--- config.mk ---
export PLATFORM = sky130hd
export DESIGN_NAME = cpuDatapath
export DESIGN_NICKNAME = d
export VERILOG_FILES = /design/src/cpuPkg.sv /design/src/registerFile.sv /design/src/aluStage.sv /design/src/decimalAdjust.sv /design/src/statusReg.sv /design/src/cpuDatapath.sv
export SDC_FILE = /design/constraint.sdc
export NUM_CORES = 1
export LEC_CHECK = 0
export ABC_CLOCK_PERIOD_IN_PS = 2500
export BUFFER_PORTS_ARGS = -buffer_cell sky130_fd_sc_hd__buf_2
export CAP_MARGIN = 20
export CORE_UTILIZATION = 50
export DETAILED_ROUTE_END_ITERATION = 8
export HOLD_SLACK_MARGIN = 0.02
export PLACE_DENSITY = 0.75
export SLEW_MARGIN = 10
export SYNTH_ARGS = -nofsm -noshare
export SYNTH_HDL_FRONTEND = slang
export SYNTH_SLANG_ARGS = --single-unit
--- constraint.sdc ---
create_clock -name phi2 -period 2.5 [get_ports phi2]
set_input_delay 0.125 -clock phi2 [delete_from_list [all_inputs] [get_ports phi2]]
set_output_delay 0.125 -clock phi2 [all_outputs]
set_load 0.01 [all_outputs]
--- src/cpuPkg.sv ---
////////////////////////////////////////////////////////////////////////////
// shared types for the 8-bit 6502-class arithmetic datapath
// all widths are fixed at one byte
// the control word is taken every phi2 cycle, there is no stall path
// status bit 4 always reads 0 and bit 5 always reads 1
////////////////////////////////////////////////////////////////////////////
package cpuPkg;

    localparam int dataWidth = 8;

    typedef logic [dataWidth-1:0] byte_t;

    // operand A comes from one architectural register or zero
    typedef enum logic [2:0] {
        srcAcc  = 3'd0,
        srcX    = 3'd1,
        srcY    = 3'd2,
        srcSp   = 3'd3,
        srcZero = 3'd4
    } aSrc_e;

    typedef enum logic {
        bData = 1'b0,
        bZero = 1'b1
    } bSrc_e;

    typedef enum logic [1:0] {
        cinZero  = 2'd0,
        cinOne   = 2'd1,
        cinCarry = 2'd2
    } cinSel_e;

    typedef enum logic [2:0] {
        opAdd = 3'd0,
        opSub = 3'd1,
        opAnd = 3'd2,
        opEor = 3'd3,
        opOr  = 3'd4,
        opShr = 3'd5
    } aluOp_e;

    typedef enum logic [2:0] {
        flagKeep   = 3'd0,
        flagNz     = 3'd1,
        flagNzc    = 3'd2,
        flagNzcv   = 3'd3,
        flagLoad   = 3'd4,
        flagSetClr = 3'd5
    } flagMode_e;

    typedef struct packed {
        logic setC;
        logic clrC;
        logic setI;
        logic clrI;
        logic setD;
        logic clrD;
        logic clrV;
    } setClr_t;

    typedef struct packed {
        logic wrAcc;
        logic wrX;
        logic wrY;
        logic wrSp;
    } destMask_t;

    typedef struct packed {
        logic      valid;
        aSrc_e     aSel;
        bSrc_e     bSel;
        cinSel_e   cinSel;
        aluOp_e    aluOp;
        destMask_t dest;
        flagMode_e flagMode;
        setClr_t   setClr;
    } ctrlWord_t;

    // second pipeline stage, data rides along for flagLoad
    typedef struct packed {
        logic      valid;
        aluOp_e    aluOp;
        byte_t     result;
        logic      acr;
        logic      avr;
        logic      hc;
        destMask_t dest;
        flagMode_e flagMode;
        setClr_t   setClr;
        byte_t     data;
    } holdReg_t;

    typedef struct packed {
        byte_t acc;
        byte_t x;
        byte_t y;
        byte_t sp;
    } regFile_t;

    typedef struct packed {
        byte_t acc;
        byte_t x;
        byte_t y;
        byte_t sp;
        byte_t status;
    } archState_t;

    // status layout NV-BDIZC
    localparam int statusC = 0;
    localparam int statusZ = 1;
    localparam int statusI = 2;
    localparam int statusD = 3;
    localparam int statusB = 4;
    localparam int statusV = 6;
    localparam int statusN = 7;

    localparam byte_t statusReset = 8'h20;

endpackage

--- src/registerFile.sv ---
////////////////////////////////////////////////////////////////////////////
// accumulator, X, Y and stack pointer
// operand A is combinational from the current register values, so an
// operation issued right after a writer still sees the old value
////////////////////////////////////////////////////////////////////////////
`timescale 1ns/10ps

module registerFile
    import cpuPkg::*;
(
    input  logic     phi2,
    input  logic     rstAll,
    input  aSrc_e    aSel,
    input  holdReg_t hold,
    input  byte_t    wbData,
    output byte_t    operandA,
    output regFile_t regs
);

    byte_t acc;
    byte_t xReg;
    byte_t yReg;
    byte_t sp;

    // operand A select, replaces the SB bus drivers
    always_comb begin
        case (aSel)
            srcAcc:  operandA = acc;
            srcX:    operandA = xReg;
            srcY:    operandA = yReg;
            srcSp:   operandA = sp;
            default: operandA = '0;
        endcase
    end

    // writeback from the hold stage, one enable per register
    always_ff @(posedge phi2 or posedge rstAll) begin
        if (rstAll) begin
            acc  <= '0;
            xReg <= '0;
            yReg <= '0;
            sp   <= '0;
        end else if (hold.valid) begin
            if (hold.dest.wrAcc)
                acc <= wbData;
            if (hold.dest.wrX)
                xReg <= wbData;
            if (hold.dest.wrY)
                yReg <= wbData;
            if (hold.dest.wrSp)
                sp <= wbData;
        end
    end

    assign regs.acc = acc;
    assign regs.x   = xReg;
    assign regs.y   = yReg;
    assign regs.sp  = sp;

endmodule

--- src/aluStage.sv ---
////////////////////////////////////////////////////////////////////////////
// first pipeline stage: operand B and carry-in select, ALU and the adder
// hold register, which loads on every phi2 edge
// subtract inverts B here, so callers issue it with carry-in set for a
// borrow-free difference
////////////////////////////////////////////////////////////////////////////
`timescale 1ns/10ps

module aluStage
    import cpuPkg::*;
(
    input  logic      phi2,
    input  logic      rstAll,
    input  ctrlWord_t ctrl,
    input  byte_t     operandA,
    input  byte_t     dataIn,
    input  logic      carryFlag,
    output holdReg_t  hold
);

    byte_t      opB;
    logic       cin;
    logic [8:0] sum;
    logic [4:0] halfSum;
    byte_t      aluOut;
    logic       acrNext;
    logic       avrNext;
    logic       hcNext;

    // B input, inverted for subtract like the DB_L_AD path
    always_comb begin
        opB = (ctrl.bSel == bData) ? dataIn : '0;
        if (ctrl.aluOp == opSub)
            opB = ~opB;
    end

    always_comb begin
        case (ctrl.cinSel)
            cinOne:   cin = 1'b1;
            cinCarry: cin = carryFlag;
            default:  cin = 1'b0;
        endcase
    end

    assign sum     = {1'b0, operandA} + {1'b0, opB} + {8'b0, cin};
    assign halfSum = {1'b0, operandA[3:0]} + {1'b0, opB[3:0]} + {4'b0, cin};

    always_comb begin
        acrNext = 1'b0;
        avrNext = 1'b0;
        hcNext  = 1'b0;
        case (ctrl.aluOp)
            opAdd, opSub: begin
                aluOut  = sum[dataWidth-1:0];
                acrNext = sum[dataWidth];
                hcNext  = halfSum[4];
                // overflow when both signs agree and the result sign flips
                avrNext = (operandA[7] == opB[7]) && (sum[7] != operandA[7]);
            end
            opAnd:   aluOut = operandA & opB;
            opEor:   aluOut = operandA ^ opB;
            opOr:    aluOut = operandA | opB;
            opShr: begin
                aluOut  = {cin, opB[7:1]};
                acrNext = opB[0];
            end
            default: aluOut = '0;
        endcase
    end

    always_ff @(posedge phi2 or posedge rstAll) begin
        if (rstAll) begin
            hold <= '0;
        end else begin
            hold.valid    <= ctrl.valid;
            hold.aluOp    <= ctrl.aluOp;
            hold.result   <= aluOut;
            hold.acr      <= acrNext;
            hold.avr      <= avrNext;
            hold.hc       <= hcNext;
            hold.dest     <= ctrl.dest;
            hold.flagMode <= ctrl.flagMode;
            hold.setClr   <= ctrl.setClr;
            hold.data     <= dataIn;
        end
    end

endmodule

--- src/decimalAdjust.sv ---
////////////////////////////////////////////////////////////////////////////
// BCD correction of the held sum, combinational
// only meaningful when both operands were valid BCD
// the D flag is taken from the committed status, not from the hold stage
////////////////////////////////////////////////////////////////////////////
`timescale 1ns/10ps

module decimalAdjust
    import cpuPkg::*;
(
    input  holdReg_t hold,
    input  logic     decimalFlag,
    output byte_t    wbData,
    output logic     decCarry
);

    logic decAdd;
    logic decSub;
    logic highFix;

    assign decAdd = decimalFlag && (hold.aluOp == opAdd);
    assign decSub = decimalFlag && (hold.aluOp == opSub);

    // upper digit overflowed, either as a binary carry or past 99
    assign highFix = hold.acr || (hold.result > 8'h99);

    always_comb begin
        wbData   = hold.result;
        decCarry = hold.acr;
        if (decAdd) begin
            if ((hold.result[3:0] > 4'd9) || hold.hc)
                wbData = wbData + 8'h06;
            if (highFix)
                wbData = wbData + 8'h60;
            decCarry = highFix;
        end else if (decSub) begin
            // no half carry means the low digit borrowed
            if (!hold.hc)
                wbData = wbData - 8'h06;
            if (!hold.acr)
                wbData = wbData - 8'h60;
        end
    end

endmodule

--- src/statusReg.sv ---
////////////////////////////////////////////////////////////////////////////
// processor status register, NV-BDIZC
// updates only for a valid held operation, using its flag mode
// a set bit wins over a clear bit for the same flag
// bit 4 reads 0 and bit 5 reads 1, also after a load
////////////////////////////////////////////////////////////////////////////
`timescale 1ns/10ps

module statusReg
    import cpuPkg::*;
(
    input  logic     phi2,
    input  logic     rstAll,
    input  holdReg_t hold,
    input  byte_t    wbData,
    input  logic     decCarry,
    output byte_t    status
);

    byte_t statusNext;
    byte_t loadValue;

    // loaded value with the fixed bits forced
    always_comb begin
        loadValue          = hold.data;
        loadValue[statusB] = 1'b0;
        loadValue          = loadValue | statusReset;
    end

    always_comb begin
        statusNext = status;
        case (hold.flagMode)
            flagNz, flagNzc, flagNzcv: begin
                statusNext[statusN] = wbData[dataWidth-1];
                statusNext[statusZ] = (wbData == '0);
                if (hold.flagMode != flagNz)
                    statusNext[statusC] = decCarry;
                if (hold.flagMode == flagNzcv)
                    statusNext[statusV] = hold.avr;
            end
            flagLoad:
                statusNext = loadValue;
            flagSetClr: begin
                if (hold.setClr.setC)
                    statusNext[statusC] = 1'b1;
                else if (hold.setClr.clrC)
                    statusNext[statusC] = 1'b0;
                if (hold.setClr.setI)
                    statusNext[statusI] = 1'b1;
                else if (hold.setClr.clrI)
                    statusNext[statusI] = 1'b0;
                if (hold.setClr.setD)
                    statusNext[statusD] = 1'b1;
                else if (hold.setClr.clrD)
                    statusNext[statusD] = 1'b0;
                if (hold.setClr.clrV)
                    statusNext[statusV] = 1'b0;
            end
            default: statusNext = status;
        endcase
    end

    always_ff @(posedge phi2 or posedge rstAll) begin
        if (rstAll)
            status <= statusReset;
        else if (hold.valid)
            status <= statusNext;
    end

endmodule

--- src/cpuDatapath.sv ---
////////////////////////////////////////////////////////////////////////////
// two-stage 8-bit datapath, one control word per phi2 edge, no stall
// results and flags are visible one edge after the word is sampled
// an operation reading a register or C written by the word just before
// it sees the old value, so one bubble must separate them
////////////////////////////////////////////////////////////////////////////
`timescale 1ns/10ps

module cpuDatapath
    import cpuPkg::*;
(
    input  logic       phi2,
    input  logic       rstAll,
    input  ctrlWord_t  ctrl,
    input  byte_t      dataIn,
    output archState_t state
);

    byte_t    operandA;
    holdReg_t hold;
    byte_t    wbData;
    logic     decCarry;
    byte_t    status;
    regFile_t regs;

    registerFile u_registerFile (
        .phi2     (phi2),
        .rstAll   (rstAll),
        .aSel     (ctrl.aSel),
        .hold     (hold),
        .wbData   (wbData),
        .operandA (operandA),
        .regs     (regs)
    );

    aluStage u_aluStage (
        .phi2      (phi2),
        .rstAll    (rstAll),
        .ctrl      (ctrl),
        .operandA  (operandA),
        .dataIn    (dataIn),
        .carryFlag (status[statusC]),
        .hold      (hold)
    );

    decimalAdjust u_decimalAdjust (
        .hold        (hold),
        .decimalFlag (status[statusD]),
        .wbData      (wbData),
        .decCarry    (decCarry)
    );

    statusReg u_statusReg (
        .phi2     (phi2),
        .rstAll   (rstAll),
        .hold     (hold),
        .wbData   (wbData),
        .decCarry (decCarry),
        .status   (status)
    );

    assign state = {regs, status};

endmodule

==> run summary <==
FILL cells = 612
Initial antenna violation count = 0
Layout-stage area growth over the synthesis result = 29.81%
Worst-Margin Slew = 0.5939 ns
Violated checks = setup timing
Compound-Gate Fraction of Synth Area = 0.1784
Final std cell area, no fill = 5628 um2
WP data required = 2.72 ns
Clock tree from TritonCTS = done
Routability congestion estimate = 0.9214
Setup crit start = u_registerFile.acc[1]
Area of the mapped netlist = 4335 um2
XOR/XNOR Fraction of Synth Area = 0.06003
Sequential area share after synthesis = 0.4214
Cell with the largest stage delay on the worst path = dfrtp_1
Post-synth cell types = 60
Deepest level of the CTS H-tree = 3
Top post-synthesis cells by area = dfrtp_1, ha_1, nor2_1
Count of nets after finishing = 634
Seq cells post-synth = 73
Share of the synthesized area in the top cell type = 0.4214
Total Routed Length = 11,800 um
Layout cells sized above 1 = 0.3247
Detailed-route vias per instance = 5.595
Worst-case headroom to the max-slew limit = 0.6035
Slowest stage delay, CP = 0.38 ns
Final setup violation count = 3
Type of the worst setup path = flip-flop to flip-flop
Largest net degree at the start of global routing = 47
Clock latency on the worst-skew pair = 0.34 ns
Clock slew at reported path FFs = 0.07 ns
Setup total negative slack = -0.2327 ns
Die Width = 95.12 um
Post-place instance area = 5104 um2
Ranking of synthesized cells by instance count = dfrtp_1, nor2_1, a21oi_1
Max-slew violation count = 0
Max-cap violation count = 0
Startpoint class of the critical path = flip-flop
DPL Wire Length = 8346 um
Number of enable-type register cells in the synthesized netlist = 0
Root buffer selected by CTS = clkbuf_8
Core area = 8299 um2
Global-route wire length before repair = 18,770 um
Num CTS Buffers = 9
Total iterations of the first detailed-routing run = 5
Residual overflow from global routing = 0
Time the final worst path needs with I/O delays and setup = 2.629 ns
Type of destination of the critical path = flip-flop
Yosys warnings = 0
Critical path arrival = 2.84 ns
Io pins = 74
Worst setup margin = -0.1292 ns
Clock Sink Count = 73
Count of input and output buffers = 71
Detailed Route Iter0 Violations = 206
HP Class = input port to flip-flop
Drt wl/cell = 17.26 um
Via count of the routed design = 3,827
P per Cell Area = 669.4 nW/um2
Hold violation count in the final report = 0
Number of buffers and inverters on the critical path = 2
Post-route DRC violation count = 0
Fraction of registers with async set/reset = 1.000
Via count of the first global-routing pass = 3,854
Startpoint of the worst hold path = ctrl[15]
Final antenna-violating net count = 0
Outcome = finished, violations left
Highest attainable clock frequency = 0.3803 GHz
Starting utilization of the core area = 0.5224
Basic-gate share of the synthesized area counting and, or, nand and nor cells = 0.1489
Post-synthesis net count = 506
Reg2reg start = u_registerFile.acc[1]
Count of mapped cells out of synthesis = 448
Period Utilization, post-route = 1.052
Sequential cell area = 1831 um2
Multi-input gate area in the final layout = 2374 um2
Peak ir drop on the vdd network = 0.5754 mV
Total leakage power = 2.675 nW
Diode count = 0
Cell breakdown of the critical path = nor2b_1, a211oi_1, a211o_1, inv_1, buf_4, fa_2, a21o_1, a21o_1, a21o_1, a21oi_2, o21bai_2, a211oi_2, a211oi_1
Portion of netlist area occupied by mux cells = 0.05339
Main combinational cell family by area after synthesis = compound AO/OA/AOI/OAI gates
Worst clock skew = 0.009537 ns
CP top delay family = compound AO/OA/AOI/OAI gates
Cell mode on critical path = a21o_1
RSZ-0062 raised after global routing = true
Library cell with the largest summed area after synthesis = dfrtp_1
Synth Flop Type = dfrtp_1
Post-synthesis adder-cell area fraction = 0.07273
Avg Inst Size Synth = 9.677 um2
Area of the die = 9047 um2
Core Rows = 33
Vertical die dimension = 95.12 um
Global-route usage over all layers = 0.2763
Max clock buf depth = 2
Critical path peak fanout = 2
Dominant cell by count in the synthesized netlist = dfrtp_1
[state kept, by name (all words and copies together) (netlist names)]
name and count:
u_statusReg.status 6, u_registerFile.yReg 8, u_registerFile.sp 8, u_aluStage.hold 35, u_registerFile.acc 8, u_registerFile.xReg 8
[per-layer routing]
layer / GRT usage / wire length [um] / up-vias
li1: - / - / 1803
met1: 0.3453 / 4982 / 1858
met2: 0.4756 / 6010 / 147
met3: 0.04625 / 611 / 19
met4: 0.1073 / 199 / 0
met5: 0 / 0 / -
[repair_timing]
item | 4_1_cts | 5_1_grt
setup endpoints to repair | 8 | 12
hold endpoints to repair | 48 | 0
pin swaps | 11 | 10
setup buffers | 4 | 2
hold buffers | 22 | 0
gates resized for setup | 5 | 15
[worst paths after layout]
check | end | slack, ns | cells past startpoint
worst max-delay path | u_aluStage.hold[24] | -0.13 | 13
worst min-delay path | u_aluStage.hold[34] | 0.09 | 2
worst max register to register | u_aluStage.hold[24] | -0.13 | 13
worst min register to register | u_statusReg.status[7] | 0.51 | 1
max in group asynchronous | u_aluStage.hold[28] | 1.43 | 4
min in group asynchronous | u_aluStage.hold[11] | 0.40 | 3
[cells by family (layout without fill, tap and decap cells)]
group / after synthesis / in the layout
xor gates and xnor gates: 28 / 28
other: 2 / 2
buffers and inverters: 60 / 191
muxes: 21 / 21
adders and majority gates: 24 / 24
DFF: 73 / 73
and+or+nand+nor: 123 / 123
AOI/OAI and AO/OA: 117 / 117
[area by class of cell]
cell class / instances / share of cell area
clock inverters: 5 / 0.01045
multi-input cells: 315 / 0.4217
inverters: 30 / 0.02001
repair buffers: 147 / 0.1772
well taps: 105 / 0.02334
flip-flops and latches: 73 / 0.3253
clock buffers: 9 / 0.02201
[through the flow]
| stage | power, mW | hold WS (ns) | setup WS [ns] | instances | util |
|---|---|---|---|---|---|
| floorplan | 2.327 | 0.1564 | -0.2546 | 448 | - |
| global placement | 2.735 | 0.2170 | -0.1245 | 642 | 0.6150 |
| detailed placement | 2.784 | 0.2277 | -0.1891 | 642 | 0.6150 |
| CTS | 3.721 | 0.06521 | -0.09970 | 682 | 0.6695 |
| global route | 3.973 | 0.07434 | -0.2451 | 684 | 0.6781 |
| finish | 3.767 | 0.09105 | -0.1292 | 684 | 0.6781 |
[cells in the final DEF (no fill, tap or decap), types with 3 or more instances in the layout]
master / n
buf_2: 71
dfrtp_1: 70
buf_4: 52
nor2_1: 50
a21oi_1: 34
inv_1: 26
dlygate4sd3_1: 22
nor2b_1: 20
ha_1: 20
o21ai_0: 16
a211oi_1: 14
nand2_1: 13
mux2i_1: 13
xnor2_1: 12
xor2_1: 12
clkbuf_8: 9
mux2_2: 7
nand2b_1: 7
o22ai_1: 7
a211o_1: 5
a221oi_1: 5
and2_1: 4
nor3b_1: 4
o21ai_1: 4
inv_2: 4
nor3_1: 3
or2_2: 3
a21o_1: 3
a21oi_2: 3
xnor2_2: 3
a31oi_1: 3
nand3_1: 3
dfrtp_2: 3
[power by group]
part,total (mW),switching [mW],internal [mW]
logic,1.36,0.707,0.656
registers,1.52,0.160,1.36
clock network,0.888,0.438,0.450
Power figures use the tool's default switching activity.
